==> config.mk <==
export PLATFORM = sky130hd
export DESIGN_NAME = regfile
export DESIGN_NICKNAME = d
export VERILOG_FILES = /design/src/common/rv_pkg.sv /design/src/hw/regfile.sv
export SDC_FILE = /design/constraint.sdc
export NUM_CORES = 2
export LEC_CHECK = 0
export ABC_AREA = 0
export ABC_CLOCK_PERIOD_IN_PS = 2700
export BUFFER_PORTS_ARGS = -buffer_cell sky130_fd_sc_hd__buf_2
export CAP_MARGIN = 20
export CORE_MARGIN = 2
export CORE_UTILIZATION = 40
export DETAILED_ROUTE_END_ITERATION = 7
export PLACE_DENSITY_LB_ADDON = 0.08
export SLEW_MARGIN = 20
export SYNTH_ARGS = -nofsm -noshare
export SYNTH_HDL_FRONTEND = slang
export SYNTH_SLANG_ARGS = --single-unit
==> constraint.sdc <==
create_clock -name clk -period 2.7 [get_ports clk]
set_clock_uncertainty 0.05 [all_clocks]
set_input_delay 0 -clock clk [delete_from_list [all_inputs] [get_ports clk]]
set_output_delay 0 -clock clk [all_outputs]
set_load 0.005 [all_outputs]
==> src/common/rv_pkg.sv <==
// rv_pkg: shared widths, opcodes, funct codes, alu op indices and the instruction word union.
`default_nettype none

package rv_pkg;

  localparam int XLEN     = 64; // register and data width.
  localparam int INST_W   = 32; // instruction width.
  localparam int REG_ID_W = 5;
  localparam int ALU_OP_W = 10; // one bit per alu operation.

  // bit positions inside the one-hot alu operation.
  localparam int ALU_ADD = 0;
  localparam int ALU_SUB = 1;
  localparam int ALU_LT  = 2;
  localparam int ALU_LTU = 3;
  localparam int ALU_AND = 4;
  localparam int ALU_OR  = 5;
  localparam int ALU_XOR = 6;
  localparam int ALU_SLL = 7;
  localparam int ALU_SRL = 8;
  localparam int ALU_SRA = 9;

  // major opcodes.
  localparam logic [6:0] OP_IMM    = 7'b0010011;
  localparam logic [6:0] OP_OP     = 7'b0110011;
  localparam logic [6:0] OP_LUI    = 7'b0110111;
  localparam logic [6:0] OP_AUIPC  = 7'b0010111;
  localparam logic [6:0] OP_JAL    = 7'b1101111;
  localparam logic [6:0] OP_JALR   = 7'b1100111;
  localparam logic [6:0] OP_LOAD   = 7'b0000011;
  localparam logic [6:0] OP_STORE  = 7'b0100011;
  localparam logic [6:0] OP_SYSTEM = 7'b1110011;

  localparam logic [2:0] F3_ADD   = 3'b000; // also sub, jalr and ebreak.
  localparam logic [2:0] F3_SLL   = 3'b001;
  localparam logic [2:0] F3_SLT   = 3'b010;
  localparam logic [2:0] F3_SLTU  = 3'b011;
  localparam logic [2:0] F3_XOR   = 3'b100;
  localparam logic [2:0] F3_SR    = 3'b101; // srl and sra share it.
  localparam logic [2:0] F3_OR    = 3'b110;
  localparam logic [2:0] F3_AND   = 3'b111;
  localparam logic [2:0] F3_DWORD = 3'b011; // ld / sd width.

  localparam logic [6:0]  F7_BASE    = 7'b0000000;
  localparam logic [6:0]  F7_ALT     = 7'b0100000; // sub and sra.
  localparam logic [11:0] F12_EBREAK = 12'h001;

  // sequencer states.
  localparam int         ST_W        = 3;
  localparam logic [2:0] ST_FETCH    = 3'd0;
  localparam logic [2:0] ST_FETCH_REL = 3'd1;
  localparam logic [2:0] ST_EXEC     = 3'd2;
  localparam logic [2:0] ST_MEM      = 3'd3;
  localparam logic [2:0] ST_MEM_REL  = 3'd4;
  localparam logic [2:0] ST_WB       = 3'd5;
  localparam logic [2:0] ST_HALT     = 3'd6;

  // one 32 bit word seen through each base format.
  typedef union packed {
    struct packed {
      logic [6:0] funct7; logic [4:0] rs2; logic [4:0] rs1;
      logic [2:0] funct3; logic [4:0] rd;  logic [6:0] opcode;
    } r_fmt;
    struct packed {
      logic [11:0] imm; logic [4:0] rs1; logic [2:0] funct3;
      logic [4:0] rd;   logic [6:0] opcode;
    } i_fmt;
    struct packed {
      logic [6:0] imm_11_5; logic [4:0] rs2; logic [4:0] rs1;
      logic [2:0] funct3;   logic [4:0] imm_4_0; logic [6:0] opcode;
    } s_fmt;
    struct packed {
      logic [19:0] imm_31_12; logic [4:0] rd; logic [6:0] opcode;
    } u_fmt;
    struct packed {
      logic imm_20; logic [9:0] imm_10_1; logic imm_11; logic [7:0] imm_19_12;
      logic [4:0] rd; logic [6:0] opcode;
    } j_fmt;
  } inst_u;

endpackage

`default_nettype wire

==> src/hw/regfile.sv <==
// regfile: 31 writable 64 bit registers plus hard-wired zero, two read and one write port.
`timescale 1ns/100ps
`default_nettype none

module regfile
  import rv_pkg::*;
(
  input  logic                clk,
  input  logic                reset,
  input  logic [REG_ID_W-1:0] rs1,
  input  logic [REG_ID_W-1:0] rs2,
  output logic [XLEN-1:0]     rs1_data,
  output logic [XLEN-1:0]     rs2_data,
  input  logic                wen,
  input  logic [REG_ID_W-1:0] rd,
  input  logic [XLEN-1:0]     wdata
);

  logic [XLEN-1:0] regs [1:31]; // x0 has no storage.

  always_ff @(posedge clk) begin
    if (reset) begin
      for (int i = 1; i < 32; i++) regs[i] <= '0; // known start for every test.
    end else if (wen && (rd != '0)) begin
      regs[rd] <= wdata; // writes to x0 dropped.
    end
  end

  assign rs1_data = (rs1 == '0) ? '0 : regs[rs1];
  assign rs2_data = (rs2 == '0) ? '0 : regs[rs2];

endmodule

`default_nettype wire

# Yosys cells after proc, flatten, opt, wreduce, memory -nomap -nowiden
# Memories as Yosys holds them, arrays and structs flattened.
# Index checks and enable logic that the tools add are counted.
[totals] ramBits=1984 elab_cells=16 output_inout_bits=128 in_bits=82 ff_bits=0 mem_count=1
[memory_table] memory="regs" depth=31 width=64 rd=2 rd_clocked_by_memory_dff=0 wr=31 line_no="regfile.sv:19" source="logic [XLEN-1:0] regs [1:31];"
[classes] mux=10 reduce_logical=5
[op_table] op="$mux W64" n=3
[op_table] op="$reduce_or A64 Y1" n=1
[op_table] op="$logic_not A5 Y1" n=2
[op_table] op="$mux W1" n=6
[op_table] op="$mux W5" n=1
[op_table] op="$reduce_bool A5 Y1" n=1
[op_table] op="$logic_and A1 B1 Y1" n=1

# Depth between registers and ports, before layout
[depth] ltp_word=7 depth_mapped=10 mapped_depth_nobuf=5

# Worst setup path after synthesis
# OpenSTA, ideal clock, no wires.
[synth_timing] path_kind="input-to-reg" from="input port reset" to="memory regs[20][0], enable pin" setup_time_ns=0.394 path_stages=6 t_arrival_ns=1.826 setup_slack_ns=0.430 n_path_buf=2 cell_sequence="nand2b_1 or3_1 clkbuf_1 nor2_1 clkbuf_1 or2_2"
[synth_rtl] element="from (decl)" line_no="regfile.sv:9" source="input logic reset,"
[synth_rtl] element="to (decl)" line_no="regfile.sv:19"

==> results.cfg <==
[outcome]
run_status = finished with violations
failed_checks = negative setup slack

[power_and_ir_drop]
cellPowerDensity_nw_per_um2 = 646
leakage_nw = 44.1
peakVddDrop_v = 0.000536

[layout]
seq_area_sq_um = 61500
multi_input_area_sq_um = 45300
fillers = 22955
largest_reg_flops = 2048
nNetsFinal = 7367
largest-register = regs
final_cell_area_sq_um = 127000
post_route_cells_drive_above_1_share = 0.304
area_growth_pct = 17.1
largestRegisters = regs: 2048 flops

[sta]
tightest_slew_ns = 1.02
fin_crit_ns = 2.96
setup_ws_ns = -0.259
hold_violations = 0
final.period_utilization = 1.10
holdWs_ns = 0.0996
max_freq_mhz = 338
relSlewSlack = 0.317
rsz0062_at_grt = true
setup_viol = 47
drv_slew = 0

[critical_path]
crit_start = regs[7][37]
required_ns = 2.65
arrival_ns = 2.91
crit_type = reg -> out
worstSetupStartpointType = flip-flop
crit_path_end_kind = output pin
crit_fanout = 2

[cts]
tritoncts = done
clock_sinks = 2048
cts_root_buffer = clkbuf_16
h-tree-depth = 4
path_clk_slew_ns = 0.06
cts_buffer_depth = 4
numCtsBuffers = 241

[placement]
place_area_sq_um = 117000
place.gp.congestion = 0.837
io_buffers = 209
place_hpwl_microns = 260000

[floorplanning]
die_x_microns = 524
die_h_microns = 524
initial_core_util = 0.403
core-area_sq_um = 269000
design.portCount = 210
rows = 190
design.die.area_sq_um = 275000

[detailed_routing]
num_vias = 71503
via_per_inst = 6.47
remaining_drc_errors = 0
drt_iter0_markers = 11316
wl_microns = 465000
ant_nets = 0
dr.pass1.iters = 6
post_drt_wl_per_cell_microns = 42.0

[synthesis]
yosysWarnings = 0
synthTopCellsByArea = edfxtp_1 57%, mux4_2 19%, and2_1 11%, mux2i_1 3.4%, clkbuf_1 2.0%
synth_flop_cell = edfxtp_1
synth-edff-count = 2048
synth.most_common_cell = edfxtp_1
ys_seq_area_frac = 0.568
synth_cell_types = 43
synth_cells = 7055
synth_common_cells = 2,048 x edfxtp_1, 1,986 x and2_1, 906 x mux4_2
ys_ff_latch = 2048
synth.top_cell.area_share = 0.568
ys_async_sr_fraction = 0
yosysTopAreaCell = edfxtp_1
avgSynthCellArea_sq_um = 15.3
netlist_area_sq_um = 108000

[global_routing]
grt_overflow = 0
antenna_found_initial = 77
grt_usage = 0.336
grt_pass1_wl_microns = 626000
grt_max_degree = 65
grt_pass1_vias = 70624

[min_path]
min_path_type = in -> reg
hold_start = wdata[34]

[flow_run]
drv_cap = 0
-- timing repair --
action,in CTS,in global routing
hold endpoints to repair,2050,0
pin swaps,100,37
gates resized for setup,271,53
endpoints found under the setup margin,103,88
buffers inserted,13,9
hold buffers,65,0
-- where the power goes --
part | internal (mW) | switching [mW]
sequential | 36.7 | 0.874
clock | 18.9 | 13.8
combinational | 4.77 | 6.73
total | 60.5 | 21.4
-- worst max-delay path: stages, from the launching register on --
cell and delay (ns):
edfxtp_1 0.39, mux4_2 0.51, mux2i_4 0.20, nor2_2 0.07, a2111oi_4 0.34, buf_4 0.21, a2111oi_4 0.07, buf_4 0.22
-- placed cells by master, fill, tap and decap left out, drive strengths merged, types with 35 or more instances in the layout --
cell and instances:
dlygate4sd3 65, a221oi 57, and2 1986, nand2 109, mux4 906, a22oi 74, mux2i 365, mux2 120
o22ai 100, clkbuf 292, conb 64, buf 647, edfxtp 2048, o221ai 55, clkinv 109, a21o 42
a21oi 50, nor2 58, or2 35
-- kinds of logic after synthesis --
family,count (synthesis),share of synthesized area
AND/OR/NAND/NOR,2284,0.128
multiplexers,1391,0.235
AO/OA/AOI/OAI,540,0.0375
flip-flops,2048,0.568
buffers and inverters,791,0.0317
other,1,0.0000346
-- routing by layer --
layer  track usage  routed length, microns
met1         0.456                  179000
met5             0                      79
met2         0.530                  216000
met4         0.138                   21300
met3        0.0675                   48100
-- stage by stage --
stage	power (mW)	TNS, ns	cells	worst slack [ns]	utilization
2_1_floorplan	43.5	0	7118	0.430	-
3_3_place_gp	48.7	-1.15	10517	-0.549	0.435
3_5_place_dp	48.8	-0.257	10518	-0.223	0.435
4_1_cts	81.8	-4.99	11024	-0.303	0.471
5_1_grt	83.6	-5.19	11038	-0.337	0.472
6_report	81.8	-2.81	11056	-0.259	0.472
-- layout make-up --
class,instances,area share
multi-input cells,4279,0.357
diodes,26,0.000513
repair buffers,713,0.0621
clock buffers,291,0.0492
clock inverters,145,0.0110
well taps,3552,0.0351
flip-flops and latches,2048,0.485
inverters,2,0.0000888
-- path summary, 6_finish.rpt --
path / to / slack [ns] / cells past startpoint
max: rs1_data[37] / -0.26 / 7
min: regs[0][34] / 0.1 / 2
(Power assumes the default switching activity.)
