File: config.mk
export PLATFORM = sky130hd
export DESIGN_NAME = decoder
export DESIGN_NICKNAME = d
export VERILOG_FILES = /design/src/common/rv_pkg.sv /design/src/hw/decoder/decoder.sv
export SDC_FILE = /design/constraint.sdc
export NUM_CORES = 1
export LEC_CHECK = 0
export ABC_AREA = 1
export BUFFER_PORTS_ARGS = -buffer_cell sky130_fd_sc_hd__buf_2
export CORE_MARGIN = 2
export CORE_UTILIZATION = 37
export DETAILED_ROUTE_END_ITERATION = 10
export GPL_TIMING_DRIVEN = 1
export PLACE_DENSITY = 0.85
export SLEW_MARGIN = 20
export SYNTH_ARGS = -nofsm -noshare
export SYNTH_HDL_FRONTEND = slang
export SYNTH_SLANG_ARGS = --single-unit
File: constraint.sdc
create_clock -name vclk -period 2.5
set_clock_uncertainty 0.1 [all_clocks]
set_input_delay 0.25 -clock vclk [all_inputs]
set_output_delay 0.25 -clock vclk [all_outputs]
set_load 0.02 [all_outputs]
File: src/common/rv_pkg.sv
// rv_pkg: shared widths, opcodes, funct codes, alu op indices and the instruction word union.
`default_nettype none

package rv_pkg;

  localparam int XLEN     = 64; // register and data width.
  localparam int INST_W   = 32; // instruction width.
  localparam int REG_ID_W = 5;
  localparam int ALU_OP_W = 10; // one bit per alu operation.

  // bit positions inside the one-hot alu operation.
  localparam int ALU_ADD = 0;
  localparam int ALU_SUB = 1;
  localparam int ALU_LT  = 2;
  localparam int ALU_LTU = 3;
  localparam int ALU_AND = 4;
  localparam int ALU_OR  = 5;
  localparam int ALU_XOR = 6;
  localparam int ALU_SLL = 7;
  localparam int ALU_SRL = 8;
  localparam int ALU_SRA = 9;

  // major opcodes.
  localparam logic [6:0] OP_IMM    = 7'b0010011;
  localparam logic [6:0] OP_OP     = 7'b0110011;
  localparam logic [6:0] OP_LUI    = 7'b0110111;
  localparam logic [6:0] OP_AUIPC  = 7'b0010111;
  localparam logic [6:0] OP_JAL    = 7'b1101111;
  localparam logic [6:0] OP_JALR   = 7'b1100111;
  localparam logic [6:0] OP_LOAD   = 7'b0000011;
  localparam logic [6:0] OP_STORE  = 7'b0100011;
  localparam logic [6:0] OP_SYSTEM = 7'b1110011;

  localparam logic [2:0] F3_ADD   = 3'b000; // also sub, jalr and ebreak.
  localparam logic [2:0] F3_SLL   = 3'b001;
  localparam logic [2:0] F3_SLT   = 3'b010;
  localparam logic [2:0] F3_SLTU  = 3'b011;
  localparam logic [2:0] F3_XOR   = 3'b100;
  localparam logic [2:0] F3_SR    = 3'b101; // srl and sra share it.
  localparam logic [2:0] F3_OR    = 3'b110;
  localparam logic [2:0] F3_AND   = 3'b111;
  localparam logic [2:0] F3_DWORD = 3'b011; // ld / sd width.

  localparam logic [6:0]  F7_BASE    = 7'b0000000;
  localparam logic [6:0]  F7_ALT     = 7'b0100000; // sub and sra.
  localparam logic [11:0] F12_EBREAK = 12'h001;

  // sequencer states.
  localparam int         ST_W        = 3;
  localparam logic [2:0] ST_FETCH    = 3'd0;
  localparam logic [2:0] ST_FETCH_REL = 3'd1;
  localparam logic [2:0] ST_EXEC     = 3'd2;
  localparam logic [2:0] ST_MEM      = 3'd3;
  localparam logic [2:0] ST_MEM_REL  = 3'd4;
  localparam logic [2:0] ST_WB       = 3'd5;
  localparam logic [2:0] ST_HALT     = 3'd6;

  // one 32 bit word seen through each base format.
  typedef union packed {
    struct packed {
      logic [6:0] funct7; logic [4:0] rs2; logic [4:0] rs1;
      logic [2:0] funct3; logic [4:0] rd;  logic [6:0] opcode;
    } r_fmt;
    struct packed {
      logic [11:0] imm; logic [4:0] rs1; logic [2:0] funct3;
      logic [4:0] rd;   logic [6:0] opcode;
    } i_fmt;
    struct packed {
      logic [6:0] imm_11_5; logic [4:0] rs2; logic [4:0] rs1;
      logic [2:0] funct3;   logic [4:0] imm_4_0; logic [6:0] opcode;
    } s_fmt;
    struct packed {
      logic [19:0] imm_31_12; logic [4:0] rd; logic [6:0] opcode;
    } u_fmt;
    struct packed {
      logic imm_20; logic [9:0] imm_10_1; logic imm_11; logic [7:0] imm_19_12;
      logic [4:0] rd; logic [6:0] opcode;
    } j_fmt;
  } inst_u;

endpackage

`default_nettype wire

File: src/hw/decoder/decoder.sv
// decoder splits an instruction word into register indices, immediate, alu op and control flags.
`timescale 1ns/100ps
`default_nettype none

module decoder
  import rv_pkg::*;
(
  input  inst_u                inst,
  output logic [REG_ID_W-1:0]  rd,
  output logic [REG_ID_W-1:0]  rs1,
  output logic [REG_ID_W-1:0]  rs2,
  output logic [XLEN-1:0]      imm,
  output logic                 need_imm,  // operand b comes from imm, not rs2.
  output logic [ALU_OP_W-1:0]  alu_op,
  output logic                 is_ebreak,
  output logic                 is_auipc,
  output logic                 is_lui,
  output logic                 is_jal,
  output logic                 is_jalr,
  output logic                 is_load,
  output logic                 is_store,
  output logic                 reg_wen,
  output logic                 illegal
);

  logic [6:0] opcode;
  logic [2:0] funct3;
  logic [6:0] funct7;
  logic       op_imm, op_op, op_lui, op_auipc, op_jal, op_jalr, op_load, op_store, op_system;
  logic       addi, slti, sltiu, andi, ori, xori, slli, srli, srai;
  logic       add_i, sub_i, slt_i, sltu_i, and_i, or_i, xor_i, sll_i, srl_i, sra_i;
  logic       jal_i, jalr_i, ld_i, sd_i, ebreak_i;
  logic       type_i, type_s, type_u, type_j;
  logic [XLEN-1:0] imm_i, imm_s, imm_u, imm_j;

  assign opcode = inst.r_fmt.opcode; // same place in every format.
  assign funct3 = inst.r_fmt.funct3;
  assign funct7 = inst.r_fmt.funct7;

  assign op_imm    = (opcode == OP_IMM);
  assign op_op     = (opcode == OP_OP);
  assign op_lui    = (opcode == OP_LUI);
  assign op_auipc  = (opcode == OP_AUIPC);
  assign op_jal    = (opcode == OP_JAL);
  assign op_jalr   = (opcode == OP_JALR);
  assign op_load   = (opcode == OP_LOAD);
  assign op_store  = (opcode == OP_STORE);
  assign op_system = (opcode == OP_SYSTEM);

  // register-immediate; rv64 shifts keep a 6 bit shamt, so only imm[11:6] is funct.
  assign addi  = op_imm & (funct3 == F3_ADD);
  assign slti  = op_imm & (funct3 == F3_SLT);
  assign sltiu = op_imm & (funct3 == F3_SLTU);
  assign xori  = op_imm & (funct3 == F3_XOR);
  assign ori   = op_imm & (funct3 == F3_OR);
  assign andi  = op_imm & (funct3 == F3_AND);
  assign slli  = op_imm & (funct3 == F3_SLL) & (inst.i_fmt.imm[11:6] == F7_BASE[6:1]);
  assign srli  = op_imm & (funct3 == F3_SR)  & (inst.i_fmt.imm[11:6] == F7_BASE[6:1]);
  assign srai  = op_imm & (funct3 == F3_SR)  & (inst.i_fmt.imm[11:6] == F7_ALT[6:1]);

  // register-register.
  assign add_i  = op_op & (funct3 == F3_ADD)  & (funct7 == F7_BASE);
  assign sub_i  = op_op & (funct3 == F3_ADD)  & (funct7 == F7_ALT);
  assign sll_i  = op_op & (funct3 == F3_SLL)  & (funct7 == F7_BASE);
  assign slt_i  = op_op & (funct3 == F3_SLT)  & (funct7 == F7_BASE);
  assign sltu_i = op_op & (funct3 == F3_SLTU) & (funct7 == F7_BASE);
  assign xor_i  = op_op & (funct3 == F3_XOR)  & (funct7 == F7_BASE);
  assign srl_i  = op_op & (funct3 == F3_SR)   & (funct7 == F7_BASE);
  assign sra_i  = op_op & (funct3 == F3_SR)   & (funct7 == F7_ALT);
  assign or_i   = op_op & (funct3 == F3_OR)   & (funct7 == F7_BASE);
  assign and_i  = op_op & (funct3 == F3_AND)  & (funct7 == F7_BASE);

  assign jal_i    = op_jal;
  assign jalr_i   = op_jalr & (funct3 == F3_ADD);
  assign ld_i     = op_load & (funct3 == F3_DWORD); // doubleword only.
  assign sd_i     = op_store & (funct3 == F3_DWORD);
  assign ebreak_i = op_system & (funct3 == F3_ADD) & (inst.i_fmt.imm == F12_EBREAK);

  // immediates are all sign extended to xlen.
  assign imm_i = {{(XLEN-12){inst.i_fmt.imm[11]}}, inst.i_fmt.imm};
  assign imm_s = {{(XLEN-12){inst.s_fmt.imm_11_5[6]}}, inst.s_fmt.imm_11_5, inst.s_fmt.imm_4_0};
  assign imm_u = {{(XLEN-32){inst.u_fmt.imm_31_12[19]}}, inst.u_fmt.imm_31_12, 12'b0};
  assign imm_j = {{(XLEN-21){inst.j_fmt.imm_20}}, inst.j_fmt.imm_20, inst.j_fmt.imm_19_12,
                  inst.j_fmt.imm_11, inst.j_fmt.imm_10_1, 1'b0};

  assign type_i = op_imm | ld_i | jalr_i;
  assign type_s = sd_i;
  assign type_u = op_lui | op_auipc;
  assign type_j = jal_i;

  assign imm = ({XLEN{type_i}} & imm_i) | ({XLEN{type_s}} & imm_s) |
               ({XLEN{type_u}} & imm_u) | ({XLEN{type_j}} & imm_j);

  assign rd  = inst.r_fmt.rd;
  assign rs1 = inst.r_fmt.rs1;
  assign rs2 = inst.r_fmt.rs2;

  // address and target math all go through the adder.
  assign alu_op[ALU_ADD] = addi | add_i | op_auipc | ld_i | sd_i | jalr_i | jal_i;
  assign alu_op[ALU_SUB] = sub_i;
  assign alu_op[ALU_LT]  = slti | slt_i;
  assign alu_op[ALU_LTU] = sltiu | sltu_i;
  assign alu_op[ALU_AND] = andi | and_i;
  assign alu_op[ALU_OR]  = ori | or_i;
  assign alu_op[ALU_XOR] = xori | xor_i;
  assign alu_op[ALU_SLL] = slli | sll_i;
  assign alu_op[ALU_SRL] = srli | srl_i;
  assign alu_op[ALU_SRA] = srai | sra_i;

  assign need_imm  = op_imm | op_lui | op_auipc | ld_i | sd_i | jalr_i | jal_i;
  assign is_ebreak = ebreak_i;
  assign is_auipc  = op_auipc;
  assign is_lui    = op_lui;
  assign is_jal    = jal_i;
  assign is_jalr   = jalr_i;
  assign is_load   = ld_i;
  assign is_store  = sd_i;
  assign reg_wen   = addi | slti | sltiu | andi | ori | xori | slli | srli | srai |
                     add_i | sub_i | slt_i | sltu_i | and_i | or_i | xor_i |
                     sll_i | srl_i | sra_i | op_lui | op_auipc | jal_i | jalr_i | ld_i;

  // anything not named above halts the core.
  assign illegal = ~(reg_wen | sd_i | ebreak_i);

endmodule

`default_nettype wire

After elaboration in Yosys (flattened, before gate mapping)
Index checks and enable logic that the tools add are counted.
Widths: inputs -> output; s select.
{"block": "totals", "register_bits": 0, "latch_bits": 0, "ram_bits": 0, "mem_bits_ro": 0, "in_bits": 32, "output_inout_bits": 99, "n_memories": 0}
{"block": "classes", "n_addsub": 0, "mul": 0, "div_mod_pow": 0, "n_lt_le_gt_ge": 0, "eq_ne": 19, "shift": 0, "n_mux": 0, "bitwise_logic": 90, "n_reduce_logical": 3}
{"operator": "$and 64x64->64", "count": 4}
{"operator": "$or 64x64->64", "count": 3}
{"operator": "$or 1x1->1", "count": 48}
{"operator": "$and 1x1->1", "count": 34}
{"operator": "$eq 7x6->1 const B", "count": 4}
{"operator": "$eq 7x7->1 const B", "count": 3}
{"operator": "$eq 7x5->1 const B", "count": 2}
{"operator": "$eq 12x1->1 const B", "count": 1}
{"operator": "$eq 3x3->1 const B", "count": 4}
{"operator": "$eq 7x2->1 const B", "count": 1}
{"operator": "$logic_not 7->1", "count": 1}
{"operator": "$eq 3x2->1 const B", "count": 2}
{"operator": "$eq 6x5->1 const B", "count": 1}
{"operator": "$logic_not 6->1", "count": 1}
{"operator": "$eq 3x1->1 const B", "count": 1}
{"operator": "$logic_not 3->1", "count": 1}
{"operator": "$not 1->1", "count": 1}

Logic depth before layout (Yosys ltp)
Gate-level depths: netlist (run 1).
{"block": "logic_depth", "depth_word": 28, "ltp_mapped": 11}

Worst setup path after synthesis (run 1)
Ideal clock, no wire load.
{"block": "synth_timing", "kind": "input to output", "start": "input port inst[1] (netlist bit)", "end": "output port imm[32]", "t_arrival_ps": 2298, "required_ps": 2150, "setup_slack_ps": -148, "path_stages": 9, "path_buffers": 1, "path_cell_list": "nand2_1 -> inv_2 -> nand2_1 -> inv_1 -> nand2_1 -> nand3_2 -> nand2_1 -> nand4_1 -> buf_4"}
{"block": "synth_between", "elab_chain_cells": 8}
{"item": "start, declared", "line_no": "decoder.sv:8", "rtl": "input inst_u inst,"}
{"item": "$eq 7x2->1", "line_no": "decoder.sv:46", "rtl": "assign op_load = (opcode == OP_LOAD);"}
{"item": "$and 1x1->1", "line_no": "decoder.sv:75", "rtl": "assign ld_i = op_load & (funct3 == F3_DWORD);"}
{"item": "$or 1x1->1 (2 in a row)", "line_no": "decoder.sv:86", "rtl": "assign type_i = op_imm | ld_i | jalr_i;"}
{"item": "$and 64x64->64", "line_no": "decoder.sv:91", "rtl": "assign imm = ({XLEN{type_i}} & imm_i) | ({XLEN{type_s}} & imm_s) |"}
{"item": "$or 64x64->64 (2 in a row)", "line_no": "decoder.sv:91"}
{"item": "$or 64x64->64 *", "line_no": "decoder.sv:92", "rtl": "({XLEN{type_u}} & imm_u) | ({XLEN{type_j}} & imm_j);"}
{"item": "end, declared", "line_no": "decoder.sv:12", "rtl": "output logic [XLEN-1:0] imm,"}
Mark *: on every way between the ends. The rest lies on a longest branch, timed or not.

Final worst setup path (run 1)
{"block": "layout_timing", "start": "input port inst[2] (netlist bit)", "end": "output port imm[44]"}
The elaborated chain is that of the path after synthesis.

==> results of run 1 <==
-- cells by family after synthesis --
| logic type | share of synthesized area [%] |
|---|---|
| AND/OR/NAND/NOR | 52.8 |
| buffers and inverters | 42.6 |
| AO/OA/AOI/OAI | 4.53 |
-- where the power goes --
part           switching [mW]  leakage (nW)  internal, mW  total (mW)
Sequential                  0             0             0           0
Clock                       0             0             0           0
Combinational           0.101          1.23        0.0507       0.151
Total                   0.101          1.23        0.0507       0.151
-- metrics by stage --
stage                     cell area (µm²)  utilization, %  worst slack [ns]
after floorplan                      1240               -           0.00833
after global placement               1590            51.7             0.442
after detailed placement             1590            51.7             0.414
after CTS                            1590            51.7             0.412
after global routing                 1590            51.7             0.254
final                                1590            51.7             0.408
-- final cells by class --
class              instances  share of cell area (%)
inverters                 36                    8.48
multi-input cells        149                    45.5
well taps                 44                    3.46
repair buffers           134                    42.6
-- Yosys cell counts (all sizes together) --
cell type | number | area [µm²]
nor3 | 8 | 51.3
inv | 36 | 135
nand3b | 2 | 15.0
buf | 50 | 379
nand4 | 2 | 12.5
nand2 | 67 | 294
o21ai | 5 | 25.0
nand3 | 22 | 115
clkbuf | 1 | 3.75
o211ai | 4 | 30.0
nor2 | 39 | 154
-- layout by cell type (no fill, tap or decap) --
cell type,instances
nand3_4,1
nand3b_1,2
buf_4,3
nor2_2,3
inv_1,27
buf_2,131
nor3_4,1
nor3_1,7
nand4_1,2
nand2_2,19
nand2_4,2
nand2_1,46
inv_2,9
nand3_1,21
nor2_1,36
o211ai_1,4
o21ai_0,5
-- final timing paths --
check,start,end,depth (start not counted)
max,inst[2],imm[44],10
min,inst[11],rd[4],2
-- metal layers --
layer  part of all wire [%]  track usage (%)
met5                      0                0
met4                      0                0
met2                     50             32.8
met3                    8.3             1.26
met1                     41             21.0
==> impl_metrics.ini, run 1 <==
[outcome]
status = complete, no violations

[timing]
hold_slack_ns = 0.633
slew_headroom_pct = 74.9
rsz0062_at_grt = false
clock.fmax_mhz = 478
tns_ns = 0
hold_viol = 0
max_slew.worst_pin.slew_ns = 0.373
setup_viol = 0
drv_slew = 0
finalCriticalPeriod_ns = 2.09
finalCritPeriodShare_pct = 83.7

[floorplanning]
core_mm2 = 0.00308
die_area_mm2 = 0.00376
die_h_um = 61.3
num_rows = 20
pin_count = 131
die_x_um = 61.3
initial_utilization_pct = 39.5

[logic_synthesis]
seq_area_frac_synth_pct = 0
netlist_instances = 236
syn_area_per_cell_um2 = 5.15
netlist_area_mm2 = 0.00121
synth_nets = 268
yosysWarnings = 0
ys_types = 17

[setup_path]
critPathRequiredTime_ns = 2.15
critical_path.max_fanout = 33
start_kind = input pin
cp.arrival_ns = 1.74
critPathKind = input pin to output pin
crit_top_cell = buf_2
critPathSlowestCell = nand3_1
crit_chain = buf_2, inv_2, nand2_1, nor2_1, nand3_1, nand3_4, nand2_4, nand4_1, buf_4, buf_2
end_kind = output pin
worst-path-buf-inv = 4
crit_family = simple AND/OR/NAND/NOR gates
max_stage_delay_ns = 0.24

[grt]
grt_max_degree = 34
grt_overflow = 0
antenna_found_initial = 0
grt_pass1_vias = 1234
grt_pass1_wl_um = 5080
track_usage_pct = 16.7

[pwr]
p_leak_nw = 1.23
irDropWorstVdd_uv = 42.7
power_mw = 0.151
powerDensity_mw_per_mm2 = 95.0

[finish]
final_nets = 353
num_antenna_cells = 0
fillers = 327
flops_and_latches = 0
area_delta_synth_final_pct = 31.1
drive_gt1_share_pct = 53.0
register_area_um2 = 0
finalNonFillerCells = 363
nClkBuffers = 0
multi_input_area_um2 = 724

[clock_network]
cts_setup_buffers = 0
ctsResizeCount = 0
hold_buffers = 0

[job]
cap_viol_max_count = 0

[place]
gp_congestion = 0.909
port_buffers = 131
dp_cells = 363
dpl.hpwl_um = 3180

[drt]
drt_pass1_iterations = 4
drc = 0
post_drt_via_cell_ratio = 4.31
drtIter0Drc = 42
wire_per_inst_um = 9.85
ant_nets = 0
wl_um = 3580
dr_total_vias = 1566

[worst_hold_path]
min_path_type = input pin to output pin
(Power assumes the default switching activity.)
==> run 2, diff against run 1 <==
--- a/config.mk
+++ b/config.mk
@@ -8,10 +8,10 @@
 export ABC_AREA = 1
 export BUFFER_PORTS_ARGS = -buffer_cell sky130_fd_sc_hd__buf_2
 export CORE_MARGIN = 2
-export CORE_UTILIZATION = 37
+export CORE_UTILIZATION = 33
 export DETAILED_ROUTE_END_ITERATION = 10
 export GPL_TIMING_DRIVEN = 1
-export PLACE_DENSITY = 0.85
+export PLACE_DENSITY = 0.8
 export SLEW_MARGIN = 20
 export SYNTH_ARGS = -nofsm -noshare
 export SYNTH_HDL_FRONTEND = slang
==> constraint.sdc (replaced) <==
create_clock -name vclk -period 1.8
set_clock_uncertainty 0.1 [all_clocks]
set_input_delay 0.18 -clock vclk [all_inputs]
set_output_delay 0.18 -clock vclk [all_outputs]
set_load 0.02 [all_outputs]
==> impl_metrics.ini, run 2 (synthesis gave the netlist of run 1 again) <==
[timing]
slew_headroom_pct = 74.6
rsz0062_at_grt = true
setup_viol = 0
fin_ws_ns = 0.0980
finalCriticalPeriod_ns = 1.70
hold_slack_ns = 0.493
clock.fmax_mhz = 588
finalCritPeriodShare_pct = 94.6
drv_slew = 0
hold_viol = 0
max_slew.worst_pin.slew_ns = 0.378

[pwr]
swShare_pct = 66.1
switchingPower_mw = 0.152
intPower_mw = 0.0781
p_seq_share_pct = 0
p_leak_nw = 1.27
powerDensity_mw_per_mm2 = 133
combPwrFrac_pct = 100.0
pwr-share-clk_pct = 0
irDropWorstVdd_uv = 62.9

[floorplanning]
die_x_um = 64.7
initial_utilization_pct = 33.7
pin_count = 131
die_area_mm2 = 0.00418
num_rows = 22
core_mm2 = 0.00361
die_h_um = 64.7

[finish]
nClkBuffers = 0
area_delta_synth_final_pct = 42.6
drive_gt1_share_pct = 56.3
layout_commonest_cell = buf_2
fillers = 407
num_antenna_cells = 0
register_area_um2 = 0
final_nets = 359
final_cell_mix = buf_2 (127), nand2_1 (46), nor2_1 (32)
flops_and_latches = 0

[setup_path]
max_stage_delay_ns = 0.18
critPathSlowestCell = buf_2
critical_path.max_fanout = 33
crit_family = buffers and inverters
worst-path-buf-inv = 5
end_kind = output pin
crit_chain = buf_2, inv_2, nand3b_1, nor2_4, inv_2, nand3_4, nand2_4, nand4_1, buf_12, buf_2
cp.arrival_ns = 1.42
start_kind = input pin
critPathKind = input pin to output pin
critPathRequiredTime_ns = 1.52

[grt]
grt_overflow = 0
antenna_found_initial = 0
grt_pass1_vias = 1342
grt_max_degree = 34
grt_pass1_wl_um = 5930
track_usage_pct = 17.0

[place]
dpl.hpwl_um = 3370
pre_cts_ws_ns = 0.0736
port_buffers = 131
gp_congestion = 0.832

[outcome]
status = complete, no violations

[drt]
drt_pass1_iterations = 4
drc = 0
dr_total_vias = 1657
ant_nets = 0
drtIter0Drc = 45
wire_per_inst_um = 10.2
post_drt_via_cell_ratio = 4.44
wl_um = 3800

[worst_hold_path]
min_path_type = input pin to output pin

[job]
cap_viol_max_count = 0

[clock_network]
hold_buffers = 0
-- run 2: path summary, 6_finish.rpt --
check	from	slack, ns	end	depth (start not counted)
worst max-delay path	inst[6]	0.1	imm[44]	10
worst min-delay path	inst[19]	0.49	rs1[4]	2
-- run 2: stage by stage --
step | utilization, % | instances | cell area [µm²] | total power, mW | TNS (ns)
final | 48.1 | 373 | 1730 | 0.230 | 0
after global routing | 48.1 | 373 | 1730 | 0.251 | -0.0103
after CTS | 47.2 | 372 | 1700 | 0.228 | 0
after detailed placement | 47.2 | 372 | 1700 | 0.227 | 0
after global placement | 47.2 | 372 | 1700 | 0.225 | 0
after floorplan | - | 236 | 1300 | 0.161 | -16.14
-- run 2: power groups by stage --
| stage | Combinational, mW | Sequential, mW | Clock, mW |
|---|---|---|---|
| final | 0.230 | 0 | 0 |
| after CTS | 0.228 | 0 | 0 |
| after global routing | 0.251 | 0 | 0 |
| after floorplan | 0.161 | 0 | 0 |
| after detailed placement | 0.227 | 0 | 0 |
| after global placement | 0.225 | 0 | 0 |
-- run 2: cell type report --
cell class	instances	area, µm²	area share [%]
Inverter	36	140	8.09
Multi-Input combinational cell	149	787	45.4
Tap cell	48	60.1	3.47
Timing Repair Buffer	140	746	43.0
-- run 2: repair_timing --
action	4_1_cts	5_1_grt
gates resized for setup	0	9
setup endpoints to repair	0	49
setup buffers	0	1
-- run 2: per-layer routing --
layer  wire, µm  track usage (%)  vias to the layer above
li1           -                -                      856
met1       1630             22.7                      714
met2       1820             31.0                       87
met3        355             1.74                        0
met4          0            0.266                        0
met5          0                0                        -
