===== src/common/rv_pkg.sv =====
// rv_pkg: shared widths, opcodes, funct codes, alu op indices and the instruction word union.
`default_nettype none

package rv_pkg;

  localparam int XLEN     = 64; // register and data width.
  localparam int INST_W   = 32; // instruction width.
  localparam int REG_ID_W = 5;
  localparam int ALU_OP_W = 10; // one bit per alu operation.

  // bit positions inside the one-hot alu operation.
  localparam int ALU_ADD = 0;
  localparam int ALU_SUB = 1;
  localparam int ALU_LT  = 2;
  localparam int ALU_LTU = 3;
  localparam int ALU_AND = 4;
  localparam int ALU_OR  = 5;
  localparam int ALU_XOR = 6;
  localparam int ALU_SLL = 7;
  localparam int ALU_SRL = 8;
  localparam int ALU_SRA = 9;

  // major opcodes.
  localparam logic [6:0] OP_IMM    = 7'b0010011;
  localparam logic [6:0] OP_OP     = 7'b0110011;
  localparam logic [6:0] OP_LUI    = 7'b0110111;
  localparam logic [6:0] OP_AUIPC  = 7'b0010111;
  localparam logic [6:0] OP_JAL    = 7'b1101111;
  localparam logic [6:0] OP_JALR   = 7'b1100111;
  localparam logic [6:0] OP_LOAD   = 7'b0000011;
  localparam logic [6:0] OP_STORE  = 7'b0100011;
  localparam logic [6:0] OP_SYSTEM = 7'b1110011;

  localparam logic [2:0] F3_ADD   = 3'b000; // also sub, jalr and ebreak.
  localparam logic [2:0] F3_SLL   = 3'b001;
  localparam logic [2:0] F3_SLT   = 3'b010;
  localparam logic [2:0] F3_SLTU  = 3'b011;
  localparam logic [2:0] F3_XOR   = 3'b100;
  localparam logic [2:0] F3_SR    = 3'b101; // srl and sra share it.
  localparam logic [2:0] F3_OR    = 3'b110;
  localparam logic [2:0] F3_AND   = 3'b111;
  localparam logic [2:0] F3_DWORD = 3'b011; // ld / sd width.

  localparam logic [6:0]  F7_BASE    = 7'b0000000;
  localparam logic [6:0]  F7_ALT     = 7'b0100000; // sub and sra.
  localparam logic [11:0] F12_EBREAK = 12'h001;

  // sequencer states.
  localparam int         ST_W        = 3;
  localparam logic [2:0] ST_FETCH    = 3'd0;
  localparam logic [2:0] ST_FETCH_REL = 3'd1;
  localparam logic [2:0] ST_EXEC     = 3'd2;
  localparam logic [2:0] ST_MEM      = 3'd3;
  localparam logic [2:0] ST_MEM_REL  = 3'd4;
  localparam logic [2:0] ST_WB       = 3'd5;
  localparam logic [2:0] ST_HALT     = 3'd6;

  // one 32 bit word seen through each base format.
  typedef union packed {
    struct packed {
      logic [6:0] funct7; logic [4:0] rs2; logic [4:0] rs1;
      logic [2:0] funct3; logic [4:0] rd;  logic [6:0] opcode;
    } r_fmt;
    struct packed {
      logic [11:0] imm; logic [4:0] rs1; logic [2:0] funct3;
      logic [4:0] rd;   logic [6:0] opcode;
    } i_fmt;
    struct packed {
      logic [6:0] imm_11_5; logic [4:0] rs2; logic [4:0] rs1;
      logic [2:0] funct3;   logic [4:0] imm_4_0; logic [6:0] opcode;
    } s_fmt;
    struct packed {
      logic [19:0] imm_31_12; logic [4:0] rd; logic [6:0] opcode;
    } u_fmt;
    struct packed {
      logic imm_20; logic [9:0] imm_10_1; logic imm_11; logic [7:0] imm_19_12;
      logic [4:0] rd; logic [6:0] opcode;
    } j_fmt;
  } inst_u;

endpackage

`default_nettype wire


===== src/hw/core_fsm.sv =====
// core_fsm: pc, instruction register, fetch/execute/memory sequencing and four-phase bus master.
`timescale 1ns/100ps
`default_nettype none

module core_fsm
  import rv_pkg::*;
(
  input  logic            clk,
  input  logic            reset,
  output logic            mem_req,
  output logic            mem_we,
  output logic [XLEN-1:0] mem_addr,
  output logic [XLEN-1:0] mem_wdata,
  input  logic            mem_ack,
  input  logic [XLEN-1:0] mem_rdata,
  output inst_u           inst,
  input  logic            need_imm,
  input  logic [XLEN-1:0] imm,
  input  logic            is_ebreak,
  input  logic            is_auipc,
  input  logic            is_lui,
  input  logic            is_jal,
  input  logic            is_jalr,
  input  logic            is_load,
  input  logic            is_store,
  input  logic            reg_wen,
  input  logic            illegal,
  input  logic [XLEN-1:0] rs1_data,
  input  logic [XLEN-1:0] rs2_data,
  output logic [XLEN-1:0] alu_a,
  output logic [XLEN-1:0] alu_b,
  input  logic [XLEN-1:0] alu_result,
  output logic            wb_en,
  output logic [XLEN-1:0] wb_data,
  output logic            halted,
  output logic            illegal_halt
);

  logic [ST_W-1:0] state;
  logic [XLEN-1:0] pc, pc_plus4, pc_next;
  logic [XLEN-1:0] ld_data;   // load word held for the writeback cycle.
  logic            stop;

  assign pc_plus4 = pc + 64'd4;
  assign stop     = is_ebreak | illegal;

  // auipc and jal add to the pc.
  assign alu_a = (is_auipc | is_jal) ? pc : rs1_data;
  assign alu_b = need_imm ? imm : rs2_data;

  assign pc_next = is_jal  ? alu_result :
                   is_jalr ? {alu_result[XLEN-1:1], 1'b0} :
                   pc_plus4;

  // execute writes everything except loads, which wait for the bus.
  assign wb_en   = ((state == ST_EXEC) & reg_wen & ~is_load) | (state == ST_WB);
  assign wb_data = (state == ST_WB)     ? ld_data :
                   is_lui               ? imm :
                   (is_jal | is_jalr)   ? pc_plus4 :
                   alu_result;

  always_ff @(posedge clk) begin
    if (reset) begin
      state        <= ST_FETCH;
      pc           <= '0;
      mem_req      <= 1'b0;
      mem_we       <= 1'b0;
      halted       <= 1'b0;
      illegal_halt <= 1'b0;
    end else begin
      case (state)
        ST_FETCH: begin
          if (!mem_req && !mem_ack) begin
            mem_req <= 1'b1;                   // previous ack is low, start fetch.
            mem_we  <= 1'b0;
          end else if (mem_req && mem_ack) begin
            mem_req <= 1'b0;
            state   <= ST_FETCH_REL;
          end
        end
        ST_FETCH_REL: if (!mem_ack) state <= ST_EXEC;
        ST_EXEC: begin
          if (stop) begin
            halted       <= 1'b1;              // sticky until reset.
            illegal_halt <= illegal;
            state        <= ST_HALT;
          end else begin
            pc <= pc_next;
            if (is_load || is_store) begin
              mem_req <= 1'b1;                 // second handshake right away.
              mem_we  <= is_store;
              state   <= ST_MEM;
            end else begin
              state <= ST_FETCH;
            end
          end
        end
        ST_MEM: begin
          if (mem_ack) begin
            mem_req <= 1'b0;
            state   <= ST_MEM_REL;
          end
        end
        ST_MEM_REL: begin
          if (!mem_ack) begin
            mem_we <= 1'b0;
            state  <= is_load ? ST_WB : ST_FETCH;
          end
        end
        ST_WB:   state <= ST_FETCH;
        ST_HALT: state <= ST_HALT;            // no more requests.
        default: state <= ST_HALT;
      endcase
    end
  end

  // bus payload and captured data.
  always_ff @(posedge clk) begin
    if (state == ST_FETCH && !mem_req) mem_addr <= {pc[XLEN-1:3], 3'b000};
    if (state == ST_FETCH && mem_req && mem_ack) begin
      inst <= pc[2] ? mem_rdata[2*INST_W-1:INST_W] : mem_rdata[INST_W-1:0]; // word by pc[2].
    end
    if (state == ST_EXEC) mem_addr <= {alu_result[XLEN-1:3], 3'b000};
    if (state == ST_EXEC && is_store) mem_wdata <= rs2_data;
    if (state == ST_MEM && mem_ack) ld_data <= mem_rdata;
  end

endmodule

`default_nettype wire


===== config.mk =====
export PLATFORM = sky130hd
export DESIGN_NAME = core_fsm
export DESIGN_NICKNAME = d
export VERILOG_FILES = /design/src/common/rv_pkg.sv /design/src/hw/core_fsm.sv
export SDC_FILE = /design/constraint.sdc
export NUM_CORES = 1
export LEC_CHECK = 0
export ABC_AREA = 1
export BUFFER_PORTS_ARGS = -buffer_cell sky130_fd_sc_hd__buf_2
export CORE_AREA = 8 8 261 263
export DETAILED_ROUTE_END_ITERATION = 16
export DIE_AREA = 0 0 269 271
export PLACE_DENSITY = 0.55
export SLEW_MARGIN = 20
export SYNTH_ARGS = -nofsm -noshare
export SYNTH_HDL_FRONTEND = slang
export SYNTH_SLANG_ARGS = --single-unit

===== constraint.sdc =====
create_clock -name clk -period 12.4 [get_ports clk]
set_input_delay 1.24 -clock clk [delete_from_list [all_inputs] [get_ports clk]]
set_output_delay 1.24 -clock clk [all_outputs]
set_load 0.01 [all_outputs]

# Yosys cells after proc, flatten, opt, wreduce, memory -nomap -nowiden
# Cells that the tools add are included.
# Widths: inputs -> output; s select.
dict set report word_totals {
  output_inout_bits 357
  register_bits 292
  input_bits 333
  word_cells 82
}
dict set report op_classes {
  muxes 30
  bitwise 8
  reduce_logical 19
  n_addsub 1
  eq_ne 14
}
# op count
set op_table {}
lappend op_table {{$mux 64} 9}
lappend op_table {{$add 64x3->64 const B} 1}
lappend op_table {{$mux 32} 1}
lappend op_table {{$mux 3} 7}
lappend op_table {{$pmux 3 s6} 1}
lappend op_table {{$ne 2x2->1 const B} 8}
lappend op_table {{$reduce_and 5->1} 3}
lappend op_table {{$mux 1} 9}
lappend op_table {{$logic_and 1x1->1} 7}
lappend op_table {{$eq 3x2->1 const B} 2}
lappend op_table {{$eq 3x3->1 const B} 2}
lappend op_table {{$pmux 1 s3} 2}
lappend op_table {{$reduce_bool 3->1} 2}
lappend op_table {{$or 1x1->1} 4}
lappend op_table {{$reduce_and 2->1} 2}
lappend op_table {{$eq 3x1->1 const B} 1}
lappend op_table {{$logic_not 3->1} 1}
lappend op_table {{$ne 3x3->1 const B} 1}
lappend op_table {{$and 1x1->1} 2}
lappend op_table {{$logic_not 1->1} 2}
lappend op_table {{$mux 2} 1}
lappend op_table {{$not 1->1} 2}
lappend op_table {{$reduce_bool 2->1} 1}
lappend op_table {{$logic_or 1x1->1} 1}

# Logic depth before layout (Yosys ltp)
# Gate-level depths: netlist of the first run.
dict set report depth {
  ltp_word 4
  ltp_mapped 12
  ltp_nobuf 12
}

# Worst setup path after synthesis of the first run
# Ideal clock, no wire load.
dict set report synth_timing {
  path_type {input -> register}
  from {input mem_ack}
  to {register ld_data[0], enable pin}
  cell_stages 2
  n_path_buf 0
  setup_slack_ns 6.138
  t_arrival_ns 5.697
  required_ns 11.835
  setup_time_ns 0.565
  cell_sequence {inv_1 nor3_1}
}
dict set report synth_via {
  elab_chain_cells 1
}
# item line
set synth_lines {}
lappend synth_lines {{start: declaration} core_fsm.sv:14} ;# input logic mem_ack,
lappend synth_lines {{$logic_and 1x1->1} core_fsm.sv:125} ;# if (state == ST_MEM && mem_ack) ld_data <= mem_rdata;
lappend synth_lines {{end signal: assignment} core_fsm.sv:125}
lappend synth_lines {{end: declaration} core_fsm.sv:41} ;# logic [XLEN-1:0] ld_data;
# No other way between the ends.
# A chain may end at the register's enable or synchronous reset.

# Final worst setup path of the first run
dict set report layout_timing {
  from {register pc[2]}
  to {output wb_data[33]}
}
dict set report layout_via {
  elab_chain_cells 4
}
# item line
set layout_lines {}
lappend layout_lines {{start: declaration} core_fsm.sv:40} ;# logic [XLEN-1:0] pc, pc_plus4, pc_next;
lappend layout_lines {{start signal: assignment} core_fsm.sv:88} ;# pc <= pc_next;
lappend layout_lines {{$add 64x3->64} core_fsm.sv:44} ;# assign pc_plus4 = pc + 64'd4;
lappend layout_lines {{$mux 64} core_fsm.sv:59} ;# (is_jal | is_jalr) ? pc_plus4 :
lappend layout_lines {{$mux 64} core_fsm.sv:58} ;# is_lui ? imm :
lappend layout_lines {{$mux 64} core_fsm.sv:57} ;# assign wb_data = (state == ST_WB) ? ld_data :
lappend layout_lines {{end: declaration} core_fsm.sv:34} ;# output logic [XLEN-1:0] wb_data,
# No other way between the ends.

==> metrics.cfg, run 1 <==
[critical_path]
path_max_fanout=38
critical_path.cell_chain=inv_2 > nor2_2 > nand2_4 > nor2_8 > nand2_1 > xor2_1 > o21bai_1 > a21oi_1 > buf_2
r2r_start=state[2]
crit_slowest_cell=dfxtp_2
arrival_ns=3.70
critPathCaptureType=output port
crit_type=flop to output port
required_ns=11.16
critPathMaxStageDelay_ns=0.93
cp-start-kind=flop
startpoint=pc[2]

[logic_synthesis]
yosysUniqueCellTypes=36
synth-seq-cells=292
seq_area_frac_synth_pct=48.7
synth_edf_count=221
syn_inst=2117
ys_async_sr_fraction_pct=0
ys.flop_type=edfxtp_1
ys_warn_count=0
syn_area_per_cell_um2=7.81
synth.cell_area_um2=16500

[timing]
period_minus_slack_ns=4.94
slew_violations=0
clock.fmax_mhz=202
holdWs_ns=0.449
relSlewSlack_pct=32.4
setup_viol=0
hold_violations=0
fin_crit_sh_pct=39.8
finalClockSkew_ns=0.0130
rsz0062_at_grt=no
worstMarginPinSlew_ns=1.01
fin_tns_setup_ns=0

[power]
vdd_drop_max_v=0.0000962
leakagePower_nw=9.85
pwr-share-seq_pct=40.0
comb_power_share_pct=21.7
switchingPower_w=0.000955
intPower_w=0.00214
powerDensity_nw_per_um2=140
finalPower_w=0.00309
power_frac_clock_pct=38.3
netSwitchingFraction_pct=30.9

[global_routing]
track_usage_pct=23.6
grt_pass1_vias=17500
antenna_found_initial=5
grt_pass1_wl_um=125000
grt_max_degree=115
grt-ovfl-total=0

[drt]
drt_first_pass_iters=8
wl_per_cell_um=24.8
vias=17800
vias_per_cell=4.90
dr.first_iter.drc_count=1851
drc=0
antenna_left=0
wl_um=90400

[placement]
hpwl_um=74000
gp_congestion=1.04
port_buffers=686

[hold_path]
hp-class=flop to flop
hp-start=mem_we

[cells_and_area]
syn2layout_area_growth_pct=33.7
most-common-layout-cells=buf_2 (685), nand2_1 (661), nor2_1 (248)
nNetsFinal=3091
mostFrequentLayoutCell=buf_2
fin_util_pct=34.6
drive_above_1_share_pct=31.3

[floorplanning]
io_pins=690
initial_core_util_pct=25.9
core_region_area_um2=63900
dieWidth_um=269
die_h_um=271
rows=93
dieArea_um2=72900

[outcome]
status=complete, no violations

[clock_tree]
cts_max_level=2
postCtsHoldBufs=0
insertion_delay_ns=0.56
cts_root_buffer=clkbuf_16
clock-sinks=292
clockBufferDepth=3
cts_tree=done
cts_buffers=39
post_cts_resized=0
path_clk_slew_ns=0.06
post_cts_buffers=0

[flow_run]
drv_cap=0

power by group through the flow:
stage          Clock (W)  Sequential [W]  Combinational, W
6_report         0.00118         0.00124          0.000671
2_1_floorplan          0         0.00133          0.000247
5_1_grt          0.00124         0.00125          0.000723
4_1_cts          0.00121         0.00124          0.000681
3_3_place_gp           0         0.00126          0.000683
3_5_place_dp           0         0.00126          0.000680
critical path: cells and delay by family (launching register included):
family,cells,cell delay [ns]
flops,1,0.93
buf+inv,2,0.79
simple gates,4,0.71
compound gates,2,0.39
xor+xnor,1,0.29
stage by stage:
stage / worst slack, ns / cell area, µm² / instances
2_1_floorplan: 6.14 / 16500 / 2119
3_3_place_gp: 7.62 / 20800 / 3569
3_5_place_dp: 7.64 / 20800 / 3569
4_1_cts: 7.37 / 22100 / 3640
5_1_grt: 7.20 / 22100 / 3640
6_report: 7.46 / 22100 / 3641
routing by layer:
layer  up-vias  GRT usage [%]  wire (µm)
met3       128           4.69       7840
met5         -              0         13
li1       8286              -          -
met1      8443           31.1      38100
met4         2           7.38       2900
met2       974           38.4      41500
synthesized netlist by cell type, drive strengths merged (14+ instances only):
cell type  instances  share of area (%)
o22ai             29                1.1
nand2            675                 16
nand4             14               0.53
dfxtp             71                8.6
a21oi            119                3.6
edfxtp           221                 40
o21ai            185                5.6
inv              196                4.4
nand3             57                1.7
xor2              30                1.6
mux2              66                4.5
a31oi             46                1.7
clkbuf            81                1.8
buf               27               0.81
nor2             270                6.8
registers in the layout, summed over array words and instances, names as in the netlist:
register      count
pc               64
halted            1
mem_req           1
mem_we            1
illegal_halt      1
inst             32
mem_wdata        64
mem_addr         61
ld_data          64
state             3
cell type report:
class / instances / area (µm²)
diodes: 1 / 2.50
clock buffers: 52 / 1070
clock inverters: 19 / 236
fillers: 6794 / 41800
inverters: 196 / 736
multi-input cells: 1523 / 7380
flip-flops and latches: 292 / 8060
well taps: 855 / 1070
repair buffers: 703 / 3560
final timing paths:
| check | endpoint | slack (ns) | cells after the start |
|---|---|---|---|
| max reg2reg | pc[8] | 9.26 | 9 |
| min | mem_we | 0.45 | 2 |
| max | wb_data[33] | 7.46 | 9 |
| min reg2reg | mem_we | 0.45 | 2 |
cell families after synthesis:
| kind of cell | count (synthesis) | share of synthesized area [%] |
|---|---|---|
| compound gates | 400 | 13.0 |
| mux | 66 | 4.49 |
| flops | 292 | 48.7 |
| simple gates | 1020 | 24.8 |
| buf+inv | 304 | 7.10 |
| other cells | 1 | 0.0227 |
| fa+ha+maj | 3 | 0.227 |
| xor+xnor | 31 | 1.64 |
No activity file was read; power rests on OpenSTA's default activity.
==> run 2: changes to the inputs <==
Settings changed: ABC_AREA 1 to 0, PLACE_DENSITY 0.55 to 0.57.
Clock period 12.4 ns to 4.25 ns, I/O delays scaled along.
==> metrics.cfg, run 2 <==
[timing]
rsz0062_at_grt=no
fin_tns_setup_ns=0
relSlewSlack_pct=25.1
setup_viol=0
period_minus_slack_ns=3.93
finalClockSkew_ns=0.0170
worstMarginPinSlew_ns=1.12
setup_ws_ns=0.316
clock.fmax_mhz=254
hold_violations=0
slew_violations=0
fin_crit_sh_pct=92.6

[outcome]
status=complete, no violations

[floorplanning]
die_h_um=271
core_region_area_um2=63900
dieArea_um2=72900
io_pins=690
rows=93
initial_core_util_pct=26.2
dieWidth_um=269

[drt]
drt_first_pass_iters=7
antenna_left=0
wl_um=94500
wl_per_cell_um=29.9
dr.first_iter.drc_count=1837
vias=16700
drc=0
vias_per_cell=5.28

[placement]
port_buffers=686
gp_congestion=1.00
pre_cts_slack_ns=0.892
place_area_um2=21000
hpwl_um=75700

[clock_tree]
path_clk_slew_ns=0.06
cts_buffers=38
post_cts_resized=0
clockBufferDepth=3
postCtsHoldBufs=0
clock-sinks=292
cts_max_level=2
insertion_delay_ns=0.56
post_cts_buffers=0
cts_root_buffer=clkbuf_16
cts_tree=done

[global_routing]
track_usage_pct=24.6
grt_use_met3_pct=4.73
grt_use_met2_pct=39.9
top_usage_layer=met2
use_met1_pct=33.3
grt_pass1_wl_um=129000
antenna_found_initial=11
grt_pass1_vias=16700
grt-ovfl-total=0
grt_max_degree=73

[logic_synthesis]
synth-xor-area-share_pct=2.93
yosysTopAreaCell=edfxtp_1
yosysUniqueCellTypes=70
synth_commonest_cells=edfxtp_1 (221), nand2_1 (214), mux2_2 (207)
seq_area_frac_synth_pct=48.1
synth-seq-cells=292
syn_inst=1665
yosysMostFrequentCell=edfxtp_1
synth.cell_area_um2=16800
synth_top_area_share_pct=39.6
ys_top_cells_by_area=edfxtp_1 (40%), mux2_2 (14%), dfxtp_1 (8.5%), nand2_1 (4.8%), o21ai_0 (4.5%)
synthMuxAreaShare_pct=14.3
ys.flop_type=edfxtp_1
synth_edf_count=221
ys_warn_count=0
ys_async_sr_fraction_pct=0
synth_compound_area_share_pct=15.1
yosys.area_share.simple_pct=15.0
synth_top_family_by_area=compound AO/OA/AOI/OAI gates
syn_area_per_cell_um2=10.1
synthAdderAreaFrac_pct=0.224

[cells_and_area]
postLayoutCellArea_um2=22300
nNetsFinal=2604
nFillCells=6548
reg_top3=ld_data x64, mem_wdata x64, pc x64
syn2layout_area_growth_pct=32.9
drive_above_1_share_pct=44.3
most-common-layout-cells=buf_2 (685), edfxtp_1 (221), nand2_1 (214)
mostFrequentLayoutCell=buf_2

[power]
intPower_w=0.00626
comb_power_share_pct=22.2
netSwitchingFraction_pct=30.9
pwr-share-seq_pct=40.2
switchingPower_w=0.00280
vdd_drop_max_v=0.000264
power_frac_clock_pct=37.6
leakagePower_nw=8.93
powerDensity_nw_per_um2=406

[flow_run]
drv_cap=0

[critical_path]
crit_type=flop to output port
required_ns=3.83
critPathCaptureType=output port
cp-start-kind=flop
arrival_ns=3.51
path_max_fanout=7

[hold_path]
hp-class=input pin to flop

-- run 2: changes by cell type in the layout (fill, tap and decap cells not counted), sizes merged, moves of 26 or more --
| cell | previous run | this run |
|---|---|---|
| nand2 | 675 | 214 |
| inv | 196 | 16 |
| nor2 | 270 | 104 |
| mux2 | 66 | 207 |
| a21oi | 119 | 81 |
| o211ai | 6 | 44 |
| xnor2 | 1 | 36 |
| o21ai | 185 | 155 |
| nor3 | 3 | 31 |
| a31oi | 46 | 20 |
| o22ai | 29 | 3 |
-- run 2: area by class of cell --
type                    instances  area [µm²]  area share, %
inverters                      13        48.8          0.219
clock inverters                16         223          0.999
flip-flops and latches        292        8060           36.2
repair buffers                724        3770           16.9
well taps                     855        1070           4.80
diodes                         13        32.5          0.146
clock buffers                  51        1040           4.68
multi-input cells            1199        8040           36.1
-- run 2: cell families after synthesis --
logic type,count (synthesis)
buffers and inverters,176
multiplexers,213
XOR/XNOR,56
AO/OA/AOI/OAI,410
AND/OR/NAND/NOR,514
flip-flops,292
adder cells (fa/ha/maj),3
other,1
-- run 2: power by group through the flow --
stage	clock [W]	combinational, W	sequential, W
final	0.00341	0.00201	0.00364
after global routing	0.00357	0.00214	0.00367
after CTS	0.00348	0.00203	0.00364
after detailed placement	0	0.00203	0.00370
after global placement	0	0.00203	0.00369
after floorplan	0	0.000801	0.00382
-- run 2: final timing paths --
kind,slack [ns],start,depth (start not counted),endpoint
max,0.32,pc[3],8,wb_data[38]
min reg2reg,0.46,halted,2,halted
max reg2reg,1.38,pc[36],6,pc[62]
min,0.06,rs2_data[46],1,mem_wdata[46]
-- run 2: critical path, cell delays in order, from the launching register on --
cell and delay (ns):
dfxtp_1 0.42, ha_1 0.26, and3_1 0.32, nand4_2 0.31
nor3_1 0.56, nand4_1 0.18, xor2_1 0.23, o21ai_0 0.44
buf_2 0.24
-- run 2: stage by stage --
stage	total power [W]	instances	hold WS, ns	utilization [%]
3_3_place_gp	0.00571	3083	0.437	32.9
4_1_cts	0.00915	3150	0.0170	34.8
5_1_grt	0.00937	3154	0.0345	34.9
3_5_place_dp	0.00573	3083	0.444	32.9
2_1_floorplan	0.00462	1667	0.447	-
6_report	0.00905	3163	0.0573	34.9
-- run 2: layer usage --
metal	up-vias	routed length (µm)
met1	8285	40700
met4	6	2380
met5	-	40
met3	119	7620
met2	860	43800
li1	7446	-
==> run 3: changes to the inputs <==
Settings changed: ABC_AREA 0 to 1, CORE_AREA 8 8 261 263 to 8 8 262 264, CTS_BUF_LIST set to sky130_fd_sc_hd__clkbuf_4 sky130_fd_sc_hd__clkbuf_8 sky130_fd_sc_hd__clkbuf_16, DIE_AREA 0 0 269 271 to 0 0 270 272, PLACE_DENSITY 0.57 to 0.56, REMOVE_ABC_BUFFERS set to 1.
==> metrics.cfg, run 3 (synthesized netlist as in run 1, its figures left out) <==
[power]
powerDensity_nw_per_um2=405
vdd_drop_max_v=0.000229
comb_power_share_pct=22.1
switchingPower_w=0.00280
netSwitchingFraction_pct=31.1
power_frac_clock_pct=37.7
leakagePower_nw=9.95
intPower_w=0.00621
pwr-share-seq_pct=40.2

[critical_path]
cp-start-kind=flop
critPathMaxStageDelay_ns=0.73
path_max_fanout=18
required_ns=3.83
crit_type=flop to output port
crit_slowest_cell=dfxtp_2
critPathCaptureType=output port
critical_path.cell_chain=ha_1 > inv_1 > nor2_4 > nand2_2 > nor2_8 > nand2_1 > nor2_1 > nand2_1 > nand3_1 > a21oi_1 > nor2_1 > buf_2
arrival_ns=3.16

[clock_tree]
postCtsHoldBufs=0
clockBufferDepth=3
post_cts_resized=0
insertion_delay_ns=0.55
cts_tree=done
path_clk_slew_ns=0.06
cts_buffers=40
cts_root_buffer=clkbuf_16
clock-sinks=292
cts_max_level=2
post_cts_buffers=0

[floorplanning]
dieWidth_um=270
core_region_area_um2=64800
dieArea_um2=73400
rows=94
io_pins=690
initial_core_util_pct=25.5
die_h_um=272

[global_routing]
track_usage_pct=21.8
antenna_found_initial=9
grt-ovfl-total=0
grt_pass1_wl_um=120000
grt_max_degree=127
grt_pass1_vias=16900

[drt]
antenna_left=0
drt_first_pass_iters=5
wl_um=84500
dr.first_iter.drc_count=1242
wl_per_cell_um=23.0
drc=0
vias=17200
vias_per_cell=4.70

[cells_and_area]
nNetsFinal=3107
multi_input_area_um2=7380
reg_top3=ld_data x64, mem_wdata x64, pc x64
most-common-layout-cells=buf_2 (683), nand2_1 (661), nor2_1 (248)
mostFrequentLayoutCell=buf_2
nFillCells=6981
seqCellArea_um2=8060
syn2layout_area_growth_pct=34.7
fin_cells=3670
drive_above_1_share_pct=32.0

[timing]
worstMarginPinSlew_ns=0.896
clock.fmax_mhz=279
relSlewSlack_pct=40.2
setup_ws_ns=0.661
holdWs_ns=0.0611
slew_violations=0
period_minus_slack_ns=3.59
finalClockSkew_ns=0.0108
fin_crit_sh_pct=84.4
rsz0062_at_grt=no
setup_viol=0
hold_violations=0

[placement]
hpwl_um=66000
place_inst=3593
pre_cts_slack_ns=1.18
gp_congestion=0.946
port_buffers=686

[flow_run]
drv_cap=0

[hold_path]
hp-class=input pin to flop

[outcome]
status=complete, no violations

-- run 3: cell count changes in the layout (fill, tap and decap cells not counted), moves of 18 or more --
| cell | previous run | this run |
|---|---|---|
| a31oi_1 | 20 | 46 |
| nand2_1 | 214 | 661 |
| o21ai_1 | 5 | 25 |
| nor3_1 | 26 | 1 |
| nor2_1 | 100 | 248 |
| inv_1 | 12 | 190 |
| o22ai_1 | 3 | 29 |
| and3_1 | 18 | 0 |
| a21oi_1 | 81 | 118 |
| a22oi_1 | 25 | 0 |
| o211ai_1 | 44 | 6 |
| mux2_2 | 207 | 66 |
| xnor2_1 | 36 | 1 |
-- run 3: per-stage QoR --
step / cell area (µm²) / total power [W] / util (%) / setup TNS, ns
after floorplan: 16100 / 0.00458 / - / -177.24
after global placement: 21000 / 0.00571 / 32.4 / 0
after detailed placement: 21000 / 0.00571 / 32.4 / 0
after CTS: 22300 / 0.00917 / 34.4 / 0
after global routing: 22300 / 0.00941 / 34.4 / 0
final: 22300 / 0.00901 / 34.4 / 0
-- run 3: worst paths after layout --
| check | startpoint | to | slack (ns) | cells after the start |
|---|---|---|---|---|
| worst min register to register | mem_we | mem_we | 0.44 | 2 |
| worst max register to register | state[2] | mem_wdata[25] | 1.66 | 7 |
| worst min-delay path | rs2_data[26] | mem_wdata[26] | 0.06 | 1 |
| worst max-delay path | pc[2] | wb_data[42] | 0.66 | 12 |
-- run 3: power groups by stage --
| stage | registers, W | logic [W] | clock network (W) |
|---|---|---|---|
| after floorplan | 0.00389 | 0.000692 | 0 |
| after global placement | 0.00367 | 0.00204 | 0 |
| after detailed placement | 0.00368 | 0.00203 | 0 |
| after CTS | 0.00363 | 0.00204 | 0.00350 |
| after global routing | 0.00365 | 0.00216 | 0.00360 |
| final | 0.00362 | 0.00199 | 0.00340 |
-- run 3: layout make-up --
cell class / count / area share, %
multi-input cells: 1523 / 33.1
clock inverters: 20 / 0.792
well taps: 864 / 4.85
clock buffers: 51 / 5.00
flip-flops and latches: 292 / 36.2
inverters: 196 / 3.31
diodes: 6 / 0.0674
repair buffers: 718 / 16.7
-- run 3: critical path, delay by kind of cell, from the launching register on --
kind                     cells  cell delay (ns)
buffers and inverters        2             0.26
flip-flops                   1             0.73
AND/OR/NAND/NOR              8             1.15
adder cells (fa/ha/maj)      1             0.35
AO/OA/AOI/OAI                1             0.10
-- run 3: routing by layer --
layer	vias to the layer above	global-route usage [%]	share of wire [%]	wire (µm)
met5	-	0	0.0083	7
met2	704	37.6	48	40900
met4	2	4.82	2.0	1690
met3	96	4.86	6.8	5730
li1	8329	-	-	-
met1	8102	27.7	43	36100
